### config.mk
export PLATFORM = sky130hd
export DESIGN_NAME = e100_datapath_flat
export DESIGN_NICKNAME = d
export VERILOG_FILES = /design/src/e100_pkg.sv /design/src/e100_if.sv /design/src/e100_datapath.sv /design/src/flat_wrapper.sv
export VERILOG_INCLUDE_DIRS = /design/src
export SDC_FILE = /design/constraint.sdc
export NUM_CORES = 2
export LEC_CHECK = 0
export ABC_AREA = 1
export BUFFER_PORTS_ARGS = -buffer_cell sky130_fd_sc_hd__buf_4
export CELL_PAD_IN_SITES_DETAIL_PLACEMENT = 0
export CELL_PAD_IN_SITES_GLOBAL_PLACEMENT = 1
export CORE_UTILIZATION = 49
export CTS_BUF_LIST = sky130_fd_sc_hd__clkbuf_4
export DETAILED_ROUTE_END_ITERATION = 16
export PLACE_DENSITY = 0.95
export RECOVER_POWER = 50
export SETUP_SLACK_MARGIN = 0.1
export SYNTH_ARGS = -nofsm -noshare
export SYNTH_HDL_FRONTEND = slang
export SYNTH_SLANG_ARGS = --single-unit
### constraint.sdc
create_clock -name clock -period 9.55 [get_ports clock]
set_clock_uncertainty 0.05 [all_clocks]
set_input_delay 1.91 -clock clock [delete_from_list [all_inputs] [get_ports clock]]
set_output_delay 1.91 -clock clock [all_outputs]
set_load 0.02 [all_outputs]
### src/e100_defs.svh
// word and RAM sizes, I/O port indices and widths, timer divider
`ifndef E100_DEFS_SVH
`define E100_DEFS_SVH

// machine word
`define WORD_W 32

// RAM holds 2**RAM_AW words
`define RAM_AW 10

// I/O port indices, low address bits when bit 31 is set
`define IO_SW        8'd0
`define IO_LED_RED   8'd1
`define IO_LED_GREEN 8'd2
`define IO_TIMER     8'd5

// port widths
`define SW_W        18
`define LED_RED_W   18
`define LED_GREEN_W 8

// clocks per timer increment
`define TICK_DIV 8

`endif

### src/e100_pkg.sv
// word type, opcodes, control states and datapath steering selects
`include "e100_defs.svh"

package e100_pkg;

    typedef logic [`WORD_W-1:0] word_t;

    // original E100 opcode numbers, dropped ones left out
    typedef enum logic [31:0] {
        OP_HALT = 32'd0,
        OP_ADD  = 32'd1,
        OP_SUB  = 32'd2,
        OP_MULT = 32'd3,
        OP_CP   = 32'd5,
        OP_AND  = 32'd6,
        OP_OR   = 32'd7,
        OP_NOT  = 32'd8,
        OP_SL   = 32'd9,
        OP_SR   = 32'd10,
        OP_BE   = 32'd13,
        OP_BNE  = 32'd14,
        OP_BLT  = 32'd15
    } opcode_e;

    typedef enum logic [3:0] {
        IDLE,
        FETCH_OP,
        FETCH_A1,
        FETCH_A2,
        FETCH_A3,
        READ_OP1,
        READ_OP2,
        EXEC,
        WRITE,
        HALTED
    } state_e;

    // register that takes the bus read data
    typedef enum logic [2:0] {
        LATCH_NONE,
        LATCH_OPCODE,
        LATCH_ARG1,
        LATCH_ARG2,
        LATCH_ARG3,
        LATCH_OP1,
        LATCH_OP2
    } latch_e;

    // register that drives the bus address
    typedef enum logic [1:0] {
        ADDR_IAR,
        ADDR_ARG1,
        ADDR_ARG2,
        ADDR_ARG3
    } addr_e;

endpackage

### src/e100_if.sv
// Wishbone classic bus interface and control-to-datapath interface
`timescale 1ns/1ps

interface e100_bus_if;

    logic                cyc;
    logic                stb;
    logic                we;
    e100_pkg::word_t     adr;
    e100_pkg::word_t     dat_w;
    e100_pkg::word_t     dat_r;
    logic                ack;

    // master is split between control (handshake) and datapath (address, data)
    modport ctl (output cyc, stb, we, input ack);
    modport dp  (output adr, dat_w, input dat_r);
    modport slv (input cyc, stb, we, adr, dat_w, output dat_r, ack);

endinterface

interface e100_ctrl_if;

    e100_pkg::latch_e    latch_sel;
    e100_pkg::addr_e     addr_sel;
    logic                exec;          // result register takes the ALU output
    logic                iar_inc;       // next instruction, IAR + 4
    logic                iar_jump;      // branch taken, IAR from arg1
    logic                iar_clear;
    e100_pkg::word_t     opcode;
    logic                eq;
    logic                lt;            // signed

    modport ctl (
        output latch_sel, addr_sel, exec, iar_inc, iar_jump, iar_clear,
        input  opcode, eq, lt
    );
    modport dp (
        input  latch_sel, addr_sel, exec, iar_inc, iar_jump, iar_clear,
        output opcode, eq, lt
    );

endinterface

### src/e100_datapath.sv
// E100 datapath: IAR, instruction and operand registers, ALU and compare flags
`timescale 1ns/1ps

module e100_datapath (
    input  logic        clock,
    input  logic        rst_n,
    e100_bus_if.dp      bus,
    e100_ctrl_if.dp     ctl
);

    e100_pkg::word_t iar_q;
    logic [1:0]      fetch_off;     // word of the instruction being fetched
    e100_pkg::word_t opcode_q;
    e100_pkg::word_t arg1_q, arg2_q, arg3_q;
    e100_pkg::word_t op1_q, op2_q;
    e100_pkg::word_t result_q;
    e100_pkg::word_t alu;

    always_ff @(posedge clock or negedge rst_n) begin
        if (!rst_n) begin
            iar_q     <= '0;
            fetch_off <= '0;
        end else begin
            if (ctl.iar_clear) begin
                iar_q     <= '0;
                fetch_off <= '0;
            end else begin
                if (ctl.iar_jump) iar_q <= arg1_q;
                else if (ctl.iar_inc) iar_q <= iar_q + e100_pkg::word_t'(4);

                // opcode and three args, wraps back to 0 after arg3
                case (ctl.latch_sel)
                    e100_pkg::LATCH_OPCODE, e100_pkg::LATCH_ARG1,
                    e100_pkg::LATCH_ARG2, e100_pkg::LATCH_ARG3:
                        fetch_off <= fetch_off + 2'd1;
                    default: ;
                endcase
            end
        end
    end

    always_ff @(posedge clock) begin
        case (ctl.latch_sel)
            e100_pkg::LATCH_OPCODE: opcode_q <= bus.dat_r;
            e100_pkg::LATCH_ARG1:   arg1_q   <= bus.dat_r;
            e100_pkg::LATCH_ARG2:   arg2_q   <= bus.dat_r;
            e100_pkg::LATCH_ARG3:   arg3_q   <= bus.dat_r;
            e100_pkg::LATCH_OP1:    op1_q    <= bus.dat_r;
            e100_pkg::LATCH_OP2:    op2_q    <= bus.dat_r;
            default: ;
        endcase
        if (ctl.exec) result_q <= alu;
    end

    always_comb begin
        case (opcode_q)
            e100_pkg::OP_ADD:  alu = op1_q + op2_q;
            e100_pkg::OP_SUB:  alu = op1_q - op2_q;
            e100_pkg::OP_MULT: alu = op1_q * op2_q;    // low word only
            e100_pkg::OP_AND:  alu = op1_q & op2_q;
            e100_pkg::OP_OR:   alu = op1_q | op2_q;
            e100_pkg::OP_NOT:  alu = ~op1_q;
            e100_pkg::OP_SL:   alu = op1_q << op2_q[4:0];
            e100_pkg::OP_SR:   alu = op1_q >> op2_q[4:0];
            e100_pkg::OP_CP:   alu = op1_q;
            default:           alu = '0;
        endcase
    end

    always_comb begin
        case (ctl.addr_sel)
            e100_pkg::ADDR_ARG1: bus.adr = arg1_q;
            e100_pkg::ADDR_ARG2: bus.adr = arg2_q;
            e100_pkg::ADDR_ARG3: bus.adr = arg3_q;
            default:             bus.adr = iar_q + e100_pkg::word_t'(fetch_off);
        endcase
    end

    assign bus.dat_w  = result_q;
    assign ctl.opcode = opcode_q;
    assign ctl.eq     = (op1_q == op2_q);
    assign ctl.lt     = ($signed(op1_q) < $signed(op2_q));

endmodule

### src/flat_wrapper.sv
// flat-port wrapper written by rule: the top's interface ports become plain ports
module e100_datapath_flat 
  (clock, rst_n, bus_adr, bus_dat_w, bus_dat_r, ctl_latch_sel, ctl_addr_sel, ctl_exec, ctl_iar_inc, ctl_iar_jump, ctl_iar_clear, ctl_opcode, ctl_eq, ctl_lt);
  e100_bus_if bus_i ();
  e100_ctrl_if ctl_i ();
  input  logic clock;
  input  logic rst_n;
  output wire logic [$bits(bus_i.adr)-1:0] bus_adr;
  output wire logic [$bits(bus_i.dat_w)-1:0] bus_dat_w;
  input wire logic [$bits(bus_i.dat_r)-1:0] bus_dat_r;
  input wire logic [$bits(ctl_i.latch_sel)-1:0] ctl_latch_sel;
  input wire logic [$bits(ctl_i.addr_sel)-1:0] ctl_addr_sel;
  input wire logic [$bits(ctl_i.exec)-1:0] ctl_exec;
  input wire logic [$bits(ctl_i.iar_inc)-1:0] ctl_iar_inc;
  input wire logic [$bits(ctl_i.iar_jump)-1:0] ctl_iar_jump;
  input wire logic [$bits(ctl_i.iar_clear)-1:0] ctl_iar_clear;
  output wire logic [$bits(ctl_i.opcode)-1:0] ctl_opcode;
  output wire logic [$bits(ctl_i.eq)-1:0] ctl_eq;
  output wire logic [$bits(ctl_i.lt)-1:0] ctl_lt;
  assign bus_adr = bus_i.adr;
  assign bus_dat_w = bus_i.dat_w;
  assign bus_i.dat_r = bus_dat_r;
  assign ctl_i.latch_sel = ctl_latch_sel;
  assign ctl_i.addr_sel = ctl_addr_sel;
  assign ctl_i.exec = ctl_exec;
  assign ctl_i.iar_inc = ctl_iar_inc;
  assign ctl_i.iar_jump = ctl_iar_jump;
  assign ctl_i.iar_clear = ctl_iar_clear;
  assign ctl_opcode = ctl_i.opcode;
  assign ctl_eq = ctl_i.eq;
  assign ctl_lt = ctl_i.lt;
  e100_datapath u_core (.clock(clock), .rst_n(rst_n), .bus(bus_i), .ctl(ctl_i));
endmodule
# After elaboration in Yosys (flattened, before gate mapping)

Index checks and enable logic that the tools add are counted.

Order comparisons: 1
Reduce and logical (&&, ||, !) cells: 3
Equal/unequal tests: 19
Shift-type cells: 2
$mul: 1
Multiplexer cells: 7
Bitwise gates (word level): 3
Add/subtract/negate cells: 5

Operators by type and width:

| kind                  | count |
|---|---|
| $pmux 32 s9           | 1 |
| $eq 32x3->1 const B   | 3 |
| $eq 32x4->1 const B   | 3 |
| $mux 32               | 3 |
| $pmux 32 s3           | 1 |
| $eq 32x2->1 const B   | 2 |
| $add 32x2->32         | 1 |
| $add 32x3->32 const B | 1 |
| $add 32x32->32        | 1 |
| $and 32x32->32        | 1 |
| $eq 32x1->1 const B   | 1 |
| $eq 32x32->1          | 1 |
| $lt 32x32->1          | 1 |
| $mul 32x32->32        | 1 |
| $not 32->32           | 1 |
| $or 32x32->32         | 1 |
| $shl 32x5->32         | 1 |
| $shr 32x5->32         | 1 |
| $sub 32x32->32        | 1 |
| $eq 3x3->1 const B    | 3 |
| $eq 3x2->1 const B    | 2 |
| $eq 2x2->1 const B    | 2 |
| $mux 2                | 2 |
| $reduce_or 4->1       | 1 |
| 5 further kinds       | 5 |

Input bits: 43
Flip-flop bits (word level): 258
Logic and storage cells: 50
Output and inout port bits: 98

# Depth between registers and ports, before layout

Depth after elaboration: 4
Depth in mapped cells: 33
Depth with buffers taken out: 31

# Worst setup path before layout

No wires, ideal clock.

Kind: register to register
Start point: register u_core.op2_q[2]
End point: register u_core.result_q[27] (netlist: u_core.bus.dat_w[27]) (data pin)
Setup time: 0.264 ns
Clock period less this slack: 7.244 ns
Buffers on the path: 4
Cell stages (with the launch flop): 28
Data arrival time: 6.930 ns
Setup slack: 2.306 ns
Required time: 9.236 ns
Cells stage by stage: edfxtp_1 clkbuf_1 clkbuf_1 clkbuf_1 buf_2 nand2_1 inv_1 fa_1 inv_1 fa_1 fa_1 fa_1 inv_1 fa_1 inv_1 fa_1 inv_1 fa_1 fa_1 ha_1 a21oi_1 o21ai_0 a21oi_1 nand3_1 a21o_1 or2_2 nand3_1 nand4_1

Longest elaborated chain between the ends: 2
Elaborated cells on any way between the ends: 6
Those cells by class: 2 x add/sub; 1 x mul; 2 x shift; 1 x mux

RTL lines:

| item                                   | RTL line            | source |
|---|---|---|
| from (decl)                            | e100_datapath.sv:15 | `e100_pkg::word_t op1_q, op2_q;` |
| from (signal assigned)                 | e100_datapath.sv:49 | `e100_pkg::LATCH_OP2: op2_q <= bus.dat_r;` |
| $mul 32x32->32 (tied with other cells) | e100_datapath.sv:59 | `e100_pkg::OP_MULT: alu = op1_q * op2_q;` |
| $pmux 32 s9 (*)                        | e100_datapath.sv:56 | `case (opcode_q)` |
| via u_core.alu[27]                     | e100_datapath.sv:17 | `e100_pkg::word_t alu;` |
| to (signal assigned)                   | e100_datapath.sv:52 | `if (ctl.exec) result_q <= alu;` |
| to (decl)                              | e100_datapath.sv:16 | `e100_pkg::word_t result_q;` |

The timed path passes the listed nets; every way through them passes the cells marked *.
A chain may end at the register's enable or synchronous reset.

# Worst setup path after layout

Start point: register u_core.op2_q[3]
End point: register u_core.result_q[28] (netlist: u_core.bus.dat_w[28]) (data pin)

The elaborated chain is that of the path after synthesis.

==> results.md <==
* Inserted Clock Buffers at 73
* Kind of capture point of the worst setup path: flip-flop
* Leftover overflow at the end of global routing at 0
* Final Max Slew Viols at 192
* Post-CTS Resized at 0
* Final total negative setup slack at 0 ns
* Cell depth of the worst min-delay path at 2
* Final Wtd Congestion at 1.05
* Launching point of the worst reg2reg path: u_core.op2_q[3]$_DFFE_PN_
* Number of global-route vias before repair at 32,800
* Worst-case hold path end point: u_core.iar_q[0]$_DFFE_PN0P_
* Violated checks: capacitance limit, slew limit
* Initial antenna violation count at 3
* Yosys warnings at 0
* Setup repair after global routing missed its margin: false
* Vertical die dimension at 272 um
* Share of synthesized cell area in full adder, half adder and majority cells at 30.9%
* Critical path fanouts, max at 52
* Endpoints failing hold at 0
* Count of maximum capacitance violations at 5
* CTS H-tree lvls at 3
* Beginning of the worst hold path: u_core.iar_q[0]$_DFFE_PN0P_
* Port buffer count at 140
* Layout-stage area growth over the synthesis result at 7.97%
* Synthesized area per cell at 7.55 um2
* Global router's overall resource usage at 36.9%
* Class of the most critical hold timing path: reg -> reg
* Part of the Yosys area used for sequential elements at 21.2%
* Compound-gate portion of the synthesized area at 12.1%
* Core Region at 71,700 um2
* Worst Reg-to-Reg Cells at 21
* Post-synth top area cell: sky130_fd_sc_hd__fa_1
* VDD IR max at 0.798 mV
* Type of the worst setup path: reg -> reg
* Number of detailed-route iterations in the first pass at 6
* Register-to-register setup slack at 1.20 ns
* Routed length per instance at 23.4 um
* Post-layout utilization of the core at 53.7%
* Drc violations at 0
* Total nets after synthesis at 5,404
* Count of unique library cells instantiated by Yosys at 62
* Largest family of logic cells by synthesized area: adder cells
* Starting utilization of the core area at 49.7%
* Cell types occupying the most area after synthesis: sky130_fd_sc_hd__fa_1 (23%), sky130_fd_sc_hd__edfxtp_1 (19%), sky130_fd_sc_hd__nand2_1 (12%)
* Final critical-path required period at 8.35 ns
* Critical Path Start Type: flip-flop
* Number of enable flip-flop cells after synthesis at 224
* Layout cell share with drive strength beyond 1 at 7.38%
* Result of the run: complete, but fails checks
* Power per standard cell area at 383 nW/um2
* Area of the die at 73,900 um2
* Data required time of the critical path at 10.01 ns
* Number of core rows at 98
* Combined area of all synthesized cells at 35,700 um2
* Slowest stage cell, crit path: sky130_fd_sc_hd__edfxtp_1
* Largest stage delay, worst path at 1.06 ns
* Nets at 5,484
* Number of standard cells in the layout, taps in and fillers out at 5,818
* Initial detailed-routing violation count at 4,210
* Clock-pin slew on the worst setup and hold paths at 0.07 ns
* Via count at 33,500
* Skew-Pair Late Insertion Delay at 0.87 ns
* Count of hold-fix buffers inserted at cts at 0
* Remaining antenna violation count after routing at 0
* Dominant synthesized flop cell: sky130_fd_sc_hd__edfxtp_1
* Ratio of final minimum period to clock period at 87.5%
* Share of synthesized cell area in and, or, nand and nor gates at 19.6%
* Synthesized-area fraction occupied by xor and xnor cells at 1.87%
* Gate Count Post-Synth at 4,727
* Critical path data arrival time at 8.81 ns
* Total power after layout at 14.7 mW
* Post-CTS Setup Repair Bufs at 0
* Post-DP HPWL at 109,000 um
* Slew HR at -64.4%
* Cell-by-cell trace of the critical path: buf_4, nand2_1, fa_1, inv_1, fa_1, inv_1, fa_1, fa_1, inv_1, fa_1, fa_1, fa_1, fa_1, ha_1, nand2_1, nor4_1, o21ai_0, nand3_1, nand2_1, nand3_1, nand4_1
* Die width at 272 um
* Portion of synthesized cell area occupied by the leading cell type at 23.1%
* Multiplexer fraction of the synthesized cell area at 0.393%
* Flip-flop and latch count after synthesis at 258
* CTS tree: done
* Root Driver: sky130_fd_sc_hd__clkbuf_4
* Static leakage power at 20.2 nW
* Number of placed instances with taps included at 5,682
* CTS sink cnt at 258
* Worst-Margin Slew at 2.47 ns
* Drt via density at 5.76
* Clock buffer depth at 3
* Largest net degree at the start of global routing at 67
* Cell occurring most often along the worst timing path: sky130_fd_sc_hd__fa_1
* I/O pins at 141
* Worst reg2reg path endpoint: u_core.bus.dat_w[28]$_DFFE_PP_
* Async SR Flop Fraction at 13.2%
* Upper clock frequency limit at 0.120 GHz
* First-pass GRT wire length at 203,000 um
* Overall routed net length at 136,000 um
* Number of failing setup endpoints in the final timing report at 0
-- report_power, final --
part	leakage (nW)	internal (mW)	switching, mW
logic	17.1	4.58	7.63
registers	2.55	1.29	0.0851
clock network	0.592	0.610	0.559
total	20.2	6.48	8.27
-- kinds of logic (layout without fill, tap and decap cells) --
logic type,count (synthesis),in the layout
AND/OR/NAND/NOR,1693,1693
buffers and inverters,1297,1434
AO/OA/AOI/OAI,755,755
adder cells (fa/ha/maj),634,634
flip-flops,258,258
XOR/XNOR,76,76
multiplexers,14,14
other,0,4
-- final cells by class --
| type | instances | area [um2] |
|---|---|---|
| Timing Repair Buffer | 224 | 1550 |
| Tap cell | 950 | 1190 |
| Fill cell | 6833 | 33200 |
| Inverter | 1078 | 4050 |
| Sequential cell | 258 | 7580 |
| Clock buffer | 101 | 758 |
| Multi-Input combinational cell | 3172 | 23100 |
| Clock inverter | 31 | 263 |
| Antenna cell | 4 | 10.0 |
-- state kept, by name, summed over array words and instances (netlist names) --
name	flops
u_core.fetch_off	2
u_core.op1_q	32
u_core.iar_q	32
u_core.op2_q	32
u_core.bus.dat_w	32
u_core.arg1_q	32
u_core.arg2_q	32
u_core.ctl.opcode	32
u_core.arg3_q	32
-- routing by layer --
layer	up-vias	track usage, %	part of all wire [%]
met1	16200	50.9	40
met4	2	15.6	4.9
li1	14900	-	-
met3	358	7.94	12
met2	2094	56.0	43
met5	-	0	0.012
-- worst max-delay path: cells and delay by family (launching register included) --
family	cells	cell delay [ns]
adder cells (fa/ha/maj)	9	4.43
AND/OR/NAND/NOR	7	1.34
flip-flops	1	1.06
buffers and inverters	4	0.81
AO/OA/AOI/OAI	1	0.27
-- synth_stat cells (37+ instances only) --
cell type and n:
sky130_fd_sc_hd__nand3_1 145, sky130_fd_sc_hd__edfxtp_1 224, sky130_fd_sc_hd__a21oi_1 225, sky130_fd_sc_hd__nand4_1 55
sky130_fd_sc_hd__nor3_1 44, sky130_fd_sc_hd__xor2_1 62, sky130_fd_sc_hd__buf_1 37, sky130_fd_sc_hd__buf_2 47
sky130_fd_sc_hd__o22ai_1 55, sky130_fd_sc_hd__clkbuf_1 123, sky130_fd_sc_hd__o21ai_0 295, sky130_fd_sc_hd__inv_1 1068
sky130_fd_sc_hd__fa_1 411, sky130_fd_sc_hd__nand2_1 1117, sky130_fd_sc_hd__ha_1 223, sky130_fd_sc_hd__nor2_1 265
-- per-stage QoR --
| stage | worst slack, ns | hold slack, ns | area [um2] |
|---|---|---|---|
| 2_1_floorplan | 2.31 | 0.407 | 35700 |
| 3_3_place_gp | 1.38 | 0.429 | 37600 |
| 3_5_place_dp | 1.35 | 0.436 | 37600 |
| 4_1_cts | 1.23 | 0.448 | 38700 |
| 5_1_grt | 0.853 | 0.488 | 38500 |
| 6_report | 1.20 | 0.449 | 38500 |
-- worst max-delay path by stage --
stage / cells after the start / to / start / slack (ns)
2_1_floorplan: 27 / u_core.bus.dat_w[27]$_DFFE_PP_ / u_core.op2_q[2]$_DFFE_PN_ / 2.31
3_3_place_gp: 21 / u_core.bus.dat_w[28]$_DFFE_PP_ / u_core.op2_q[3]$_DFFE_PN_ / 1.38
3_5_place_dp: 21 / u_core.bus.dat_w[28]$_DFFE_PP_ / u_core.op2_q[3]$_DFFE_PN_ / 1.35
4_1_cts: 21 / u_core.bus.dat_w[28]$_DFFE_PP_ / u_core.op2_q[3]$_DFFE_PN_ / 1.23
5_1_grt: 21 / u_core.bus.dat_w[28]$_DFFE_PP_ / u_core.op2_q[3]$_DFFE_PN_ / 0.85
6_report: 21 / u_core.bus.dat_w[28]$_DFFE_PP_ / u_core.op2_q[3]$_DFFE_PN_ / 1.20
-- cell usage in the layout, fill, tap and decap left out, drive strengths merged, types with 17 or more instances in the layout --
master	instances
o22ai	55
o21ai	331
clkbuf	140
nand3	148
o211ai	21
nor4	19
nor3	49
a21oi	227
xor2	62
dfrtp	34
buf	185
a21o	17
or2	21
edfxtp	224
fa	411
inv	1080
ha	223
o2111ai	28
clkinv	23
nand4	55
nand2	1120
nor2	271
No activity file was read; power rests on OpenSTA's default activity.
