File: src/e100_defs.svh
// word and RAM sizes, I/O port indices and widths, timer divider
`ifndef E100_DEFS_SVH
`define E100_DEFS_SVH

// machine word
`define WORD_W 32

// RAM holds 2**RAM_AW words
`define RAM_AW 10

// I/O port indices, low address bits when bit 31 is set
`define IO_SW        8'd0
`define IO_LED_RED   8'd1
`define IO_LED_GREEN 8'd2
`define IO_TIMER     8'd5

// port widths
`define SW_W        18
`define LED_RED_W   18
`define LED_GREEN_W 8

// clocks per timer increment
`define TICK_DIV 8

`endif

File: src/e100_pkg.sv
// word type, opcodes, control states and datapath steering selects
`include "e100_defs.svh"

package e100_pkg;

    typedef logic [`WORD_W-1:0] word_t;

    // original E100 opcode numbers, dropped ones left out
    typedef enum logic [31:0] {
        OP_HALT = 32'd0,
        OP_ADD  = 32'd1,
        OP_SUB  = 32'd2,
        OP_MULT = 32'd3,
        OP_CP   = 32'd5,
        OP_AND  = 32'd6,
        OP_OR   = 32'd7,
        OP_NOT  = 32'd8,
        OP_SL   = 32'd9,
        OP_SR   = 32'd10,
        OP_BE   = 32'd13,
        OP_BNE  = 32'd14,
        OP_BLT  = 32'd15
    } opcode_e;

    typedef enum logic [3:0] {
        IDLE,
        FETCH_OP,
        FETCH_A1,
        FETCH_A2,
        FETCH_A3,
        READ_OP1,
        READ_OP2,
        EXEC,
        WRITE,
        HALTED
    } state_e;

    // register that takes the bus read data
    typedef enum logic [2:0] {
        LATCH_NONE,
        LATCH_OPCODE,
        LATCH_ARG1,
        LATCH_ARG2,
        LATCH_ARG3,
        LATCH_OP1,
        LATCH_OP2
    } latch_e;

    // register that drives the bus address
    typedef enum logic [1:0] {
        ADDR_IAR,
        ADDR_ARG1,
        ADDR_ARG2,
        ADDR_ARG3
    } addr_e;

endpackage

File: src/e100_if.sv
// Wishbone classic bus interface and control-to-datapath interface
`timescale 1ns/1ps

interface e100_bus_if;

    logic                cyc;
    logic                stb;
    logic                we;
    e100_pkg::word_t     adr;
    e100_pkg::word_t     dat_w;
    e100_pkg::word_t     dat_r;
    logic                ack;

    // master is split between control (handshake) and datapath (address, data)
    modport ctl (output cyc, stb, we, input ack);
    modport dp  (output adr, dat_w, input dat_r);
    modport slv (input cyc, stb, we, adr, dat_w, output dat_r, ack);

endinterface

interface e100_ctrl_if;

    e100_pkg::latch_e    latch_sel;
    e100_pkg::addr_e     addr_sel;
    logic                exec;          // result register takes the ALU output
    logic                iar_inc;       // next instruction, IAR + 4
    logic                iar_jump;      // branch taken, IAR from arg1
    logic                iar_clear;
    e100_pkg::word_t     opcode;
    logic                eq;
    logic                lt;            // signed

    modport ctl (
        output latch_sel, addr_sel, exec, iar_inc, iar_jump, iar_clear,
        input  opcode, eq, lt
    );
    modport dp (
        input  latch_sel, addr_sel, exec, iar_inc, iar_jump, iar_clear,
        output opcode, eq, lt
    );

endinterface

File: src/e100_control.sv
// E100 instruction sequencing FSM and Wishbone master handshake
`timescale 1ns/1ps

module e100_control (
    input  logic        clock,
    input  logic        rst_n,
    input  logic        run,
    e100_bus_if.ctl     bus,
    e100_ctrl_if.ctl    dp,
    output logic        halted
);

    e100_pkg::state_e state_q, state_d;

    always_ff @(posedge clock or negedge rst_n) begin
        if (!rst_n) begin
            state_q <= e100_pkg::IDLE;
        end else begin
            state_q <= state_d;
        end
    end

    always_comb begin
        e100_pkg::latch_e tgt;
        logic             taken;

        tgt          = e100_pkg::LATCH_NONE;
        taken        = 1'b0;
        state_d      = state_q;
        bus.cyc      = 1'b0;
        bus.stb      = 1'b0;
        bus.we       = 1'b0;
        dp.addr_sel  = e100_pkg::ADDR_IAR;
        dp.exec      = 1'b0;
        dp.iar_inc   = 1'b0;
        dp.iar_jump  = 1'b0;
        dp.iar_clear = 1'b0;

        case (state_q)
            e100_pkg::IDLE: begin
                if (run) begin
                    dp.iar_clear = 1'b1;
                    state_d      = e100_pkg::FETCH_OP;
                end
            end
            e100_pkg::FETCH_OP: begin
                tgt = e100_pkg::LATCH_OPCODE;
                if (bus.ack) state_d = e100_pkg::FETCH_A1;
            end
            e100_pkg::FETCH_A1: begin
                tgt = e100_pkg::LATCH_ARG1;
                if (bus.ack) state_d = e100_pkg::FETCH_A2;
            end
            e100_pkg::FETCH_A2: begin
                tgt = e100_pkg::LATCH_ARG2;
                if (bus.ack) state_d = e100_pkg::FETCH_A3;
            end
            e100_pkg::FETCH_A3: begin
                tgt = e100_pkg::LATCH_ARG3;
                if (bus.ack) state_d = e100_pkg::READ_OP1;
            end
            e100_pkg::READ_OP1: begin
                tgt         = e100_pkg::LATCH_OP1;
                dp.addr_sel = e100_pkg::ADDR_ARG2;
                if (bus.ack) state_d = e100_pkg::READ_OP2;
            end
            e100_pkg::READ_OP2: begin
                tgt         = e100_pkg::LATCH_OP2;
                dp.addr_sel = e100_pkg::ADDR_ARG3;
                if (bus.ack) state_d = e100_pkg::EXEC;
            end
            e100_pkg::EXEC: begin
                case (dp.opcode)
                    e100_pkg::OP_BE, e100_pkg::OP_BNE, e100_pkg::OP_BLT: begin
                        if (dp.opcode == e100_pkg::OP_BE) taken = dp.eq;
                        else if (dp.opcode == e100_pkg::OP_BNE) taken = ~dp.eq;
                        else taken = dp.lt;
                        dp.iar_jump = taken;
                        dp.iar_inc  = ~taken;
                        state_d     = e100_pkg::FETCH_OP;    // no write back
                    end
                    e100_pkg::OP_ADD, e100_pkg::OP_SUB, e100_pkg::OP_MULT,
                    e100_pkg::OP_AND, e100_pkg::OP_OR, e100_pkg::OP_NOT,
                    e100_pkg::OP_SL, e100_pkg::OP_SR, e100_pkg::OP_CP: begin
                        dp.exec    = 1'b1;
                        dp.iar_inc = 1'b1;
                        state_d    = e100_pkg::WRITE;
                    end
                    default: state_d = e100_pkg::HALTED;  // halt and unknown opcodes
                endcase
            end
            e100_pkg::WRITE: begin
                bus.we      = 1'b1;
                dp.addr_sel = e100_pkg::ADDR_ARG1;
                if (bus.ack) state_d = e100_pkg::FETCH_OP;
            end
            default: ;                                   // HALTED until reset
        endcase

        // every fetch, read and write state is one bus access
        if (tgt != e100_pkg::LATCH_NONE || state_q == e100_pkg::WRITE) begin
            bus.cyc = 1'b1;
            bus.stb = 1'b1;
        end
    end

    // read data is only valid with ack
    assign dp.latch_sel = bus.ack ? tgt_sel(state_q) : e100_pkg::LATCH_NONE;

    function automatic e100_pkg::latch_e tgt_sel(input e100_pkg::state_e st);
        case (st)
            e100_pkg::FETCH_OP: return e100_pkg::LATCH_OPCODE;
            e100_pkg::FETCH_A1: return e100_pkg::LATCH_ARG1;
            e100_pkg::FETCH_A2: return e100_pkg::LATCH_ARG2;
            e100_pkg::FETCH_A3: return e100_pkg::LATCH_ARG3;
            e100_pkg::READ_OP1: return e100_pkg::LATCH_OP1;
            e100_pkg::READ_OP2: return e100_pkg::LATCH_OP2;
            default:            return e100_pkg::LATCH_NONE;
        endcase
    endfunction

    assign halted = (state_q == e100_pkg::HALTED);

endmodule

File: src/flat_wrapper.sv
// flat-port wrapper written by rule: the top's interface ports become plain ports
module e100_control_flat 
  (clock, rst_n, run, halted, bus_cyc, bus_stb, bus_we, bus_ack, dp_latch_sel, dp_addr_sel, dp_exec, dp_iar_inc, dp_iar_jump, dp_iar_clear, dp_opcode, dp_eq, dp_lt);
  e100_bus_if bus_i ();
  e100_ctrl_if dp_i ();
  input  logic clock;
  input  logic rst_n;
  input  logic run;
  output logic halted;
  output wire logic [$bits(bus_i.cyc)-1:0] bus_cyc;
  output wire logic [$bits(bus_i.stb)-1:0] bus_stb;
  output wire logic [$bits(bus_i.we)-1:0] bus_we;
  input wire logic [$bits(bus_i.ack)-1:0] bus_ack;
  output wire logic [$bits(dp_i.latch_sel)-1:0] dp_latch_sel;
  output wire logic [$bits(dp_i.addr_sel)-1:0] dp_addr_sel;
  output wire logic [$bits(dp_i.exec)-1:0] dp_exec;
  output wire logic [$bits(dp_i.iar_inc)-1:0] dp_iar_inc;
  output wire logic [$bits(dp_i.iar_jump)-1:0] dp_iar_jump;
  output wire logic [$bits(dp_i.iar_clear)-1:0] dp_iar_clear;
  input wire logic [$bits(dp_i.opcode)-1:0] dp_opcode;
  input wire logic [$bits(dp_i.eq)-1:0] dp_eq;
  input wire logic [$bits(dp_i.lt)-1:0] dp_lt;
  assign bus_cyc = bus_i.cyc;
  assign bus_stb = bus_i.stb;
  assign bus_we = bus_i.we;
  assign bus_i.ack = bus_ack;
  assign dp_latch_sel = dp_i.latch_sel;
  assign dp_addr_sel = dp_i.addr_sel;
  assign dp_exec = dp_i.exec;
  assign dp_iar_inc = dp_i.iar_inc;
  assign dp_iar_jump = dp_i.iar_jump;
  assign dp_iar_clear = dp_i.iar_clear;
  assign dp_i.opcode = dp_opcode;
  assign dp_i.eq = dp_eq;
  assign dp_i.lt = dp_lt;
  e100_control u_core (.clock(clock), .rst_n(rst_n), .run(run), .bus(bus_i), .dp(dp_i), .halted(halted));
endmodule
File: config.mk
export PLATFORM = sky130hd
export DESIGN_NAME = e100_control_flat
export DESIGN_NICKNAME = d
export VERILOG_FILES = /design/src/e100_pkg.sv /design/src/e100_if.sv /design/src/e100_control.sv /design/src/flat_wrapper.sv
export VERILOG_INCLUDE_DIRS = /design/src
export SDC_FILE = /design/constraint.sdc
export NUM_CORES = 1
export LEC_CHECK = 0
export BUFFER_PORTS_ARGS = -buffer_cell sky130_fd_sc_hd__buf_2
export CAP_MARGIN = 15
export CORE_MARGIN = 3
export CORE_UTILIZATION = 36
export DETAILED_ROUTE_END_ITERATION = 6
export PLACE_DENSITY_LB_ADDON = 0.12
export SKIP_CTS_REPAIR_TIMING = 1
export SYNTH_ARGS = -nofsm -noshare
export SYNTH_HDL_FRONTEND = slang
export SYNTH_SLANG_ARGS = --single-unit
export TNS_END_PERCENT = 30
File: constraint.sdc
create_clock -name clock -period 1.6 [get_ports clock]
set_input_delay 0.24 -clock clock [delete_from_list [all_inputs] [get_ports clock]]
set_output_delay 0.24 -clock clock [all_outputs]
set_load 0.1 [all_outputs]
== After elaboration in Yosys (flattened, before gate mapping) ==
Index checks and enable logic that the tools add are counted.

* Register bits after elaboration: 4
* Output and inout port bits: 13

* Mux-type cells: 27
* Bitwise logic cells: 2
* Reduce and logical (&&, ||, !) cells: 7
* Equal/unequal tests: 29

{| class="wikitable"
|+ Operators with widths
! kind !! count
|-
| $eq 32x4->1 const B || 6
|-
| $eq 32x3->1 const B || 3
|-
| $eq 32x2->1 const B || 2
|-
| $pmux 4 s9 || 1
|-
| $eq 32x1->1 const B || 1
|-
| $mux 4 || 8
|-
| $pmux 3 s6 || 1
|-
| $eq 4x3->1 const B || 4
|-
| $ne 2x2->1 const B || 8
|-
| $mux 1 || 13
|-
| $reduce_and 9->1 || 1
|-
| $reduce_bool 9->1 || 1
|-
| $reduce_or 9->1 || 1
|-
| $eq 4x2->1 const B || 2
|-
| $eq 4x4->1 const B || 2
|-
| $pmux 4 s2 || 1
|-
| $pmux 2 s3 || 1
|-
| $eq 4x1->1 const B || 1
|-
| $logic_not 4->1 || 1
|-
| $mux 3 || 1
|-
| $reduce_bool 3->1 || 1
|-
| $reduce_or 3->1 || 1
|-
| $not 1->1 || 2
|-
| $pmux 1 s2 || 1
|-
| $logic_or 1x1->1 || 1
|}

== Depth between registers and ports, before layout ==
Gate-level depths: netlist of the first run.

* Depth in word-level cells: 8
* Gate-level depth with buffers: 5

== Worst setup path before layout of the first run ==
OpenSTA, ideal clock, no wires.

* Path kind: register to output
* Start: register u_core.state_q[0]
* End: output bus_stb
* Path buffers: 3
* Data required time: 1.360 ns
* Setup slack: -2.316 ns
* Stages on the path, launching flop included: 6
* Arrival: 3.676 ns
* Cell sequence: dfrtp_1 buf_2 buf_2 nor2_1 a221oi_1 buf_4

* Cells in the longest elaborated chain, start to end: 5
* Elaborated cells on any way between the ends: 11
* Classes of those cells: eq/ne (7); mux (2); reduce/logical (2)

{| class="wikitable"
|+ Ends and longest elaborated chain
! element !! line !! RTL
|-
| start, declared || e100_control.sv:13 || <nowiki>e100_pkg::state_e state_q, state_d;</nowiki>
|-
| start signal, assigned || e100_control.sv:17 || <nowiki>state_q <= e100_pkg::IDLE;</nowiki>
|-
| start signal, assigned || e100_control.sv:19 || <nowiki>state_q <= state_d;</nowiki>
|-
| $eq 4x3->1, or another cell as far along || e100_control.sv:39 || <nowiki>case (state_q)</nowiki>
|-
| $pmux 3 s6 || e100_control.sv:39 ||
|-
| $reduce_bool 3->1 || e100_control.sv:101 || <nowiki>if (tgt != e100_pkg::LATCH_NONE || state_q == e100_pkg::WRITE) begin</nowiki>
|-
| $logic_or 1x1->1 (*) || e100_control.sv:101 ||
|-
| $mux 1 (*) || -- ||
|-
| end, declared || flat_wrapper.sv:11 || <nowiki>output wire logic [$bits(bus_i.stb)-1:0] bus_stb;</nowiki>
|}

Every way passes the cells marked *; elsewhere a longest branch is shown, timed or not.

== Final worst setup path of the first run ==
* Start: register u_core.state_q[3]
* End: output bus_stb

* Cells in the longest elaborated chain, start to end: 5
* Elaborated cells on any way between the ends: 11
* Classes of those cells: eq/ne (7); mux (2); reduce/logical (2)

{| class="wikitable"
|+ Ends and longest elaborated chain
! element !! line
|-
| $eq 4x3->1, or another cell as far along || e100_control.sv:39
|-
| $pmux 3 s6 || e100_control.sv:39
|-
| $reduce_bool 3->1 || e100_control.sv:101
|-
| $logic_or 1x1->1 (*) || e100_control.sv:101
|-
| $mux 1 (*) || e100_control.sv:101
|}

Marked as above.

==> flow_metrics.env, run 1 <==
export IMPL_cpPeakStageDelay_ns=0.39
export IMPL_portBuffers=50
export IMPL_peakVddDrop_mv=0.3693
export IMPL_worst_slew_pin_slew_ns=0.2878
export IMPL_root_buffer="clkbuf_4"
export IMPL_area_delta_synth_final_pct=115.9
export IMPL_ant_nets=0
export IMPL_row_count=13
export IMPL_rsz0062_at_grt="true"
export IMPL_crit_arrival_ns=1.55
export IMPL_htreeDepth=1
export IMPL_grt_max_degree=13
export IMPL_routed_wl_mm=2.173
export IMPL_critPathLaunch="u_core.state_q[3]$_DFFE_PN0P_"
export IMPL_start_util_pct=41.09
export IMPL_worst_path_buf_inv=2
export IMPL_power_mw=0.3115
export IMPL_antenna_found_initial=0
export IMPL_ys_async_sr_fraction_pct=100.0
export IMPL_die_area_um2=2090
export IMPL_cp_slowest_cell="dfrtp_1"
export IMPL_die_h_um=45.72
export IMPL_grt_pass1_wl_mm=2.904
export IMPL_routabilityCongestion=0.8370
export IMPL_drt_iter0_markers=16
export IMPL_hp_class="input pin to asynchronous set/reset pin"
export IMPL_layout_commonest_cell="buf_2"
export IMPL_clock_latency_ns=0.23
export IMPL_slew_headroom_pct=80.65
export IMPL_antenna_cells=0
export IMPL_drc_errors=0
export IMPL_max_freq_mhz=557.7
export IMPL_slew_viol_final=0
export IMPL_core_area_um2=1383
export IMPL_leakage_nw=0.5305
export IMPL_crit_path_start_kind="flip-flop"
export IMPL_clk_pin_slew_ns=0.04
export IMPL_synth_ff_type="dfrtp_1"
export IMPL_dp_hpwl_mm=1.585
export IMPL_cts_buffers=3
export IMPL_synth_edf_count=0
export IMPL_final_nets=176
export IMPL_numClockSinks=4
export IMPL_finalInstanceArea_um2=1226
export IMPL_cts_buffer_depth=2
export IMPL_first_pass_iters=4
export IMPL_reg2reg_from="u_core.state_q[2]$_DFFE_PN0P_"
export IMPL_num_vias=819
export IMPL_power_density_nw_per_um2=254.1
export IMPL_synthCells=78
export IMPL_ys_warn_count=0
export IMPL_grt_util_all_layers_pct=18.87
export IMPL_fin_ws_ns=-0.1931
export IMPL_grt_pass1_vias=707
export IMPL_crit_path_end_kind="output pin"
export IMPL_fin_worst_skew_ns=0.003252
export IMPL_die_x_um=45.72
export IMPL_critPathMaxFanout=9
export IMPL_worst_path_dominant_cell_family="compound AO/OA/AOI/OAI gates"
export IMPL_largest_reg_flops=4
export IMPL_drive_above_1_share_pct=63.24
export IMPL_viasPerCell=5.424
export IMPL_cts_tree="built"
export IMPL_top_regs="u_core.state_q: 4 flops"
export IMPL_largest_register="u_core.state_q"
export IMPL_fin_crit_ns=1.793
export IMPL_path_cells="buf_6 > a21o_1 > a221oi_4 > buf_12"
export IMPL_syn_nets=116
export IMPL_pin_count=51
export IMPL_placed_cell_area_um2=1121
export IMPL_avgSynthCellArea_um2=7.283
export IMPL_path_class="flip-flop to output pin"
export IMPL_period_share_pct=112.1
export IMPL_grt_overflow=0
export IMPL_synth_distinct_cells=32
export IMPL_outcome="complete, but fails checks"
export IMPL_drv_cap=0
export IMPL_synth_seq_cells=4
export IMPL_post_drt_wl_per_cell_um=14.39
export IMPL_setup_viol=12
export IMPL_cp_required_ns=1.36
export IMPL_violations="negative setup slack"
export IMPL_seq_area_frac_synth_pct=17.62
export IMPL_hold_violations=0
export IMPL_syn_area_um2=568.0
export IMPL_mostFrequentLayoutCells="buf_2 (36), buf_12 (13), buf_4 (9), nor4_2 (7)"
[path summary, 6_finish.rpt]
kind | to | slack [ns] | cells after the start
max in group asynchronous | u_core.state_q[3]$_DFFE_PN0P_ | 1.15 | 2
hold reg to reg | u_core.state_q[1]$_DFFE_PN0P_ | 0.71 | 3
hold / removal | u_core.state_q[2]$_DFFE_PN0P_ | 0.33 | 2
setup reg to reg | u_core.state_q[3]$_DFFE_PN0P_ | 0.13 | 5
min in group clock | u_core.state_q[2]$_DFFE_PN0P_ | 0.39 | 3
setup / recovery | bus_stb | -0.19 | 4
[synthesized netlist by cell type, types with 3 or more instances]
library cell  number  area, um^2
a21oi_1            7       35.03
buf_2              6       30.03
nor4_1             4       25.02
nand2_1            4       15.01
o21ai_0            3       15.01
dfrtp_1            4       100.1
nor4_2             3       37.54
nor3_1             5       25.02
nor2_1             7       26.28
nor2b_1            4       25.02
[per-stage QoR]
step	setup TNS [ns]	utilization, %	hold WS (ns)	cells	setup slack (ns)
5_1_grt	-2.097	88.69	0.3487	151	-0.2398
6_report	-1.185	88.69	0.3307	151	-0.1931
3_3_place_gp	-0.04906	81.09	0.04265	145	-0.04906
2_1_floorplan	-2.808	-	-0.05559	78	-0.5403
4_1_cts	-1.703	82.71	-0.2057	148	-0.2605
3_5_place_dp	-0.1771	81.09	0.04578	145	-0.1029
[final cells by class]
type                            count  area [um^2]
Inverter                            1        3.754
Timing Repair Buffer               62        551.8
Fill cell                          66        156.4
Tap cell                           15        18.77
Multi-Input combinational cell     66        529.3
Sequential cell                     4        100.1
Clock buffer                        3        22.52
[per-layer routing]
metal  track usage (%)  share of wire [%]
met1             23.50                 37
met2             31.75                 57
met3             3.162                5.5
met4             7.955               0.87
met5                 0                  0
[power by group]
part	switching [mW]	leakage, nW	internal [mW]
Combinational	0.0392	0.476	0.0496
Sequential	0.00000000136	0.0402	0.102
Clock	0.0373	0.0138	0.0836
[cells by family (layout without fill, tap and decap cells)]
kind of cell / after synthesis / count (layout) / share of synthesized area (%)
xor gates and xnor gates: 1 / 1 / 1.542
buffers and inverters: 8 / 66 / 7.269
DFF: 4 / 4 / 17.62
muxes: 2 / 2 / 3.524
and+or+nand+nor: 40 / 40 / 43.17
AOI/OAI and AO/OA: 23 / 23 / 26.87
Note: power is estimated with default switching activity, not from simulation.
==> inputs of run 2 (changes only) <==
--- a/config.mk
+++ b/config.mk
@@ -11,6 +11,7 @@
 export CORE_MARGIN = 3
 export CORE_UTILIZATION = 36
 export DETAILED_ROUTE_END_ITERATION = 6
+export GPL_TIMING_DRIVEN = 0
 export PLACE_DENSITY_LB_ADDON = 0.12
 export SKIP_CTS_REPAIR_TIMING = 1
 export SYNTH_ARGS = -nofsm -noshare
==> flow_metrics.env, run 2 (synthesized netlist as in run 1, its figures left out) <==
export IMPL_num_vias=897
export IMPL_drc_errors=0
export IMPL_grt_util_all_layers_pct=18.13
export IMPL_antenna_found_initial=0
export IMPL_routabilityCongestion=0.8120
export IMPL_row_count=13
export IMPL_start_util_pct=41.09
export IMPL_layout_commonest_cell="buf_2"
export IMPL_outcome="complete, but fails checks"
export IMPL_violations="negative setup slack"
export IMPL_cp_required_ns=1.36
export IMPL_drv_cap=0
export IMPL_period_share_pct=118.7
export IMPL_area_delta_synth_final_pct=111.5
export IMPL_setup_viol=10
export IMPL_hold_violations=0
export IMPL_worst_slew_pin_slew_ns=0.3260
export IMPL_first_pass_iters=5
export IMPL_final_nets=178
export IMPL_path_cells="buf_6 > nor2b_1 > nand2_1 > a21oi_2 > buf_6"
export IMPL_fin_worst_skew_ns=0.002794
export IMPL_viasPerCell=5.863
export IMPL_seqCellArea_um2=100.1
export IMPL_cpPeakStageDelay_ns=0.41
export IMPL_fin_ws_ns=-0.2991
export IMPL_htreeDepth=1
export IMPL_power_mw=0.3091
export IMPL_core_area_um2=1383
export IMPL_routed_wl_mm=2.388
export IMPL_numClockSinks=4
export IMPL_die_area_um2=2090
export IMPL_cts_buffer_depth=2
export IMPL_antenna_cells=0
export IMPL_clk_pin_slew_ns=0.04
export IMPL_drt_iter0_markers=38
export IMPL_grt_overflow=0
export IMPL_whs_ns=0.3358
export IMPL_path_class="flip-flop to output pin"
export IMPL_power_density_nw_per_um2=257.3
export IMPL_die_h_um=45.72
export IMPL_drive_above_1_share_pct=61.59
export IMPL_crit_path_start_kind="flip-flop"
export IMPL_portBuffers=50
export IMPL_slew_viol_final=0
export IMPL_post_drt_wl_per_cell_um=15.61
export IMPL_hp_class="input pin to asynchronous set/reset pin"
export IMPL_dp_cells=143
export IMPL_peakVddDrop_mv=0.3594
export IMPL_top_regs="u_core.state_q: 4 flops"
export IMPL_largest_reg_flops=4
export IMPL_rsz0062_at_grt="true"
export IMPL_leakage_nw=0.5408
export IMPL_worst_path_dominant_cell_family="simple AND/OR/NAND/NOR gates"
export IMPL_worst_path_buf_inv=2
export IMPL_crit_arrival_ns=1.66
export IMPL_crit_path_end_kind="output pin"
export IMPL_fin_crit_ns=1.899
export IMPL_slew_headroom_pct=78.22
export IMPL_cp_common_cell="buf_6"
export IMPL_fillers=82
export IMPL_mostFrequentLayoutCells="buf_2 (38), buf_6 (9), buf_12 (9), buf_4 (6)"
export IMPL_ant_nets=0
export IMPL_pin_count=51
export IMPL_grt_pass1_vias=654
export IMPL_die_x_um=45.72
export IMPL_multi_input_area_um2=514.2
export IMPL_largest_register="u_core.state_q"
export IMPL_cp_slowest_cell="dfrtp_1"
export IMPL_dp_hpwl_mm=1.395
export IMPL_max_freq_mhz=526.6
export IMPL_clock_latency_ns=0.23
export IMPL_cts_buffers=3
export IMPL_cts_tree="built"
export IMPL_fin_tns_setup_ns=-1.892
export IMPL_root_buffer="clkbuf_4"
export IMPL_finalNonFillerCells=153
export IMPL_grt_pass1_wl_mm=2.704
export IMPL_grt_max_degree=11
export IMPL_critPathMaxFanout=8
-- run 2: cell count changes in the layout (fill, tap and decap cells not counted), sizes merged --
| cell | change |
|---|---|
| buf | +2 |
-- run 2: layout make-up --
class	instances	area share (%)
buffer	7	7.083
tap	15	1.563
inverter	1	0.3125
clock buffer	3	1.875
timing repair buffer	57	38.02
sequential	4	8.333
multi-input combinational	66	42.81
-- run 2: worst reg2reg max path: cells and delay by family (launching register included) --
kind	cells	cell delay, ns
compound gates	2	0.36
buf+inv	3	0.41
flops	1	0.36
-- run 2: through the flow --
step	worst slack, ns	cell area (um^2)	utilization (%)
4_1_cts	-0.6335	958.4	69.32
3_5_place_dp	-0.3774	935.9	67.69
3_3_place_gp	-0.3669	935.9	67.69
2_1_floorplan	-0.5403	666.9	-
6_report	-0.2991	1201	86.88
5_1_grt	-0.3307	1201	86.88
-- run 2: power by group --
part / leakage, nW / internal (mW) / switching [mW] / total (mW)
sequential: 0.0402 / 0.102 / 0.000000000300 / 0.102
combinational: 0.487 / 0.0465 / 0.0376 / 0.0841
clock: 0.0138 / 0.0838 / 0.0394 / 0.123
total: 0.541 / 0.232 / 0.0770 / 0.309
-- run 2: per-layer routing --
metal / vias up / wire (um) / global-route usage, %
met5: - / 0 / 0
met4: 0 / 66 / 9.659
met3: 13 / 177 / 2.372
met2: 54 / 1273 / 29.25
met1: 419 / 870 / 23.21
li1: 411 / - / -
-- run 2: final timing paths --
path                       cells after the start                            end                          start  slack [ns]
max                                            5                dp_latch_sel[1]  u_core.state_q[3]$_DFFE_PN0P_       -0.30
min                                            2  u_core.state_q[3]$_DFFE_PN0P_                          rst_n        0.34
max reg2reg                                    5  u_core.state_q[3]$_DFFE_PN0P_  u_core.state_q[0]$_DFFE_PN0P_        0.33
min reg2reg                                    3  u_core.state_q[2]$_DFFE_PN0P_  u_core.state_q[2]$_DFFE_PN0P_        0.71
max in group asynchronous                      2  u_core.state_q[2]$_DFFE_PN0P_                          rst_n        1.15
min in group clock                             3  u_core.state_q[2]$_DFFE_PN0P_                        bus_ack        0.42
==> inputs of run 3 (changes only) <==
--- a/config.mk
+++ b/config.mk
@@ -7,12 +7,13 @@
 export NUM_CORES = 1
 export LEC_CHECK = 0
 export BUFFER_PORTS_ARGS = -buffer_cell sky130_fd_sc_hd__buf_2
-export CAP_MARGIN = 15
+export CAP_MARGIN = 20
 export CORE_MARGIN = 3
 export CORE_UTILIZATION = 36
 export DETAILED_ROUTE_END_ITERATION = 6
 export GPL_TIMING_DRIVEN = 0
 export PLACE_DENSITY_LB_ADDON = 0.12
+export REMOVE_ABC_BUFFERS = 1
 export SKIP_CTS_REPAIR_TIMING = 1
 export SYNTH_ARGS = -nofsm -noshare
 export SYNTH_HDL_FRONTEND = slang
==> flow_metrics.env, run 3 (synthesized netlist as in run 1, its figures left out) <==
export IMPL_cts_buffers=3
export IMPL_whs_ns=0.3438
export IMPL_numClockSinks=4
export IMPL_die_x_um=45.72
export IMPL_drive_above_1_share_pct=59.09
export IMPL_crit_path_end_kind="output pin"
export IMPL_peakVddDrop_mv=0.1883
export IMPL_start_util_pct=41.09
export IMPL_fin_crit_ns=1.860
export IMPL_hold_violations=0
export IMPL_final_nets=172
export IMPL_violations="negative setup slack"
export IMPL_use_met3_pct=3.557
export IMPL_die_area_um2=2090
export IMPL_grt_busiest_layer="met2"
export IMPL_drv_cap=0
export IMPL_die_h_um=45.72
export IMPL_rsz0062_at_grt="true"
export IMPL_num_vias=765
export IMPL_period_share_pct=116.3
export IMPL_clock_latency_ns=0.23
export IMPL_post_drt_wl_per_cell_um=13.41
export IMPL_setup_viol=12
export IMPL_dp_hpwl_mm=1.336
export IMPL_routabilityCongestion=0.7012
export IMPL_root_buffer="clkbuf_4"
export IMPL_leakage_nw=0.4837
export IMPL_power_density_nw_per_um2=295.6
export IMPL_top_regs="u_core.state_q: 4 flops"
export IMPL_crit_path_start_kind="flip-flop"
export IMPL_clk_pin_slew_ns=0.04
export IMPL_drc_errors=0
export IMPL_mostFrequentLayoutCells="buf_2 (34), buf_4 (9), buf_6 (8), nor2_1 (7), a21oi_1 (7)"
export IMPL_worst_r2r_setup_slack_ns=0.35
export IMPL_cts_tree="built"
export IMPL_cp_required_ns=1.36
export IMPL_ant_nets=0
export IMPL_power_mw=0.3177
export IMPL_grt_pass1_vias=595
export IMPL_grtUsageMet2_pct=27.58
export IMPL_grt_pass1_wl_mm=2.380
export IMPL_fin_worst_skew_ns=0.002690
export IMPL_htreeDepth=1
export IMPL_path_class="flip-flop to output pin"
export IMPL_portBuffers=50
export IMPL_grt_util_all_layers_pct=14.93
export IMPL_largest_reg_flops=4
export IMPL_slew_viol_final=0
export IMPL_largest_register="u_core.state_q"
export IMPL_fin_tns_setup_ns=-1.566
export IMPL_critPathMaxFanout=5
export IMPL_grt_overflow=0
export IMPL_grt_max_degree=17
export IMPL_core_area_um2=1383
export IMPL_row_count=13
export IMPL_max_freq_mhz=537.5
export IMPL_met1_usage_pct=17.73
export IMPL_hp_class="input pin to asynchronous set/reset pin"
export IMPL_first_pass_iters=2
export IMPL_drt_iter0_markers=4
export IMPL_antenna_cells=0
export IMPL_area_delta_synth_final_pct=89.21
export IMPL_layout_commonest_cell="buf_2"
export IMPL_crit_arrival_ns=1.62
export IMPL_pin_count=51
export IMPL_slew_headroom_pct=79.11
export IMPL_fin_ws_ns=-0.2605
export IMPL_outcome="complete, but fails checks"
export IMPL_antenna_found_initial=0
export IMPL_worst_slew_pin_slew_ns=0.3133
export IMPL_routed_wl_mm=1.972
export IMPL_viasPerCell=5.204
export IMPL_cts_buffer_depth=2
==> run 3: changes by cell type in the layout (fill, tap and decap cells not counted), sizes merged <==
cell    change
clkbuf      +2
buf         -8
==> run 3: metrics by stage <==
step	util, %	cell area, um^2	setup WS, ns	cells
floorplan	-	530.5	-3.817	71
global placement	57.83	799.5	-0.4446	136
detailed placement	57.83	799.5	-0.5048	136
CTS	59.46	822.0	-0.7512	139
global route	77.74	1075	-0.3546	147
finish	77.74	1075	-0.2605	147
==> run 3: path summary, 6_finish.rpt <==
path | startpoint | end | cells after the start
worst max-delay path | u_core.state_q[2]$_DFFE_PN0P_ | bus_cyc | 4
worst min-delay path | rst_n | u_core.state_q[1]$_DFFE_PN0P_ | 2
worst max register to register | u_core.state_q[3]$_DFFE_PN0P_ | u_core.state_q[0]$_DFFE_PN0P_ | 5
worst min register to register | u_core.state_q[2]$_DFFE_PN0P_ | u_core.state_q[2]$_DFFE_PN0P_ | 2
max in group asynchronous | rst_n | u_core.state_q[0]$_DFFE_PN0P_ | 2
min in group clock | bus_ack | u_core.state_q[2]$_DFFE_PN0P_ | 3
==> run 3: final cells by class <==
type | instances | area [um^2]
Clock buffer | 3 | 22.52
Timing Repair Buffer | 58 | 430.4
Multi-Input combinational cell | 66 | 494.2
Sequential cell | 4 | 105.1
Inverter | 1 | 3.754
Tap cell | 15 | 18.77
Fill cell | 99 | 307.8
==> run 3: critical path: stages (launching register included) <==
cell,delay (ns)
dfrtp_2,0.42
buf_4,0.15
a21o_1,0.16
a221oi_1,0.30
buf_4,0.36
==> run 3: per-layer routing <==
| metal | routed length [um] | share of wire, % | up-vias |
|---|---|---|---|
| li1 | - | - | 401 |
| met1 | 746 | 38 | 336 |
| met2 | 1050 | 53 | 28 |
| met3 | 175 | 8.9 | 0 |
| met4 | 0 | 0 | 0 |
| met5 | 0 | 0 | - |
==> run 3: where the power goes <==
part / total, mW / switching, mW / internal (mW)
sequential: 0.102 / 0.00000000672 / 0.102
combinational: 0.0947 / 0.0415 / 0.0533
clock: 0.121 / 0.0376 / 0.0837
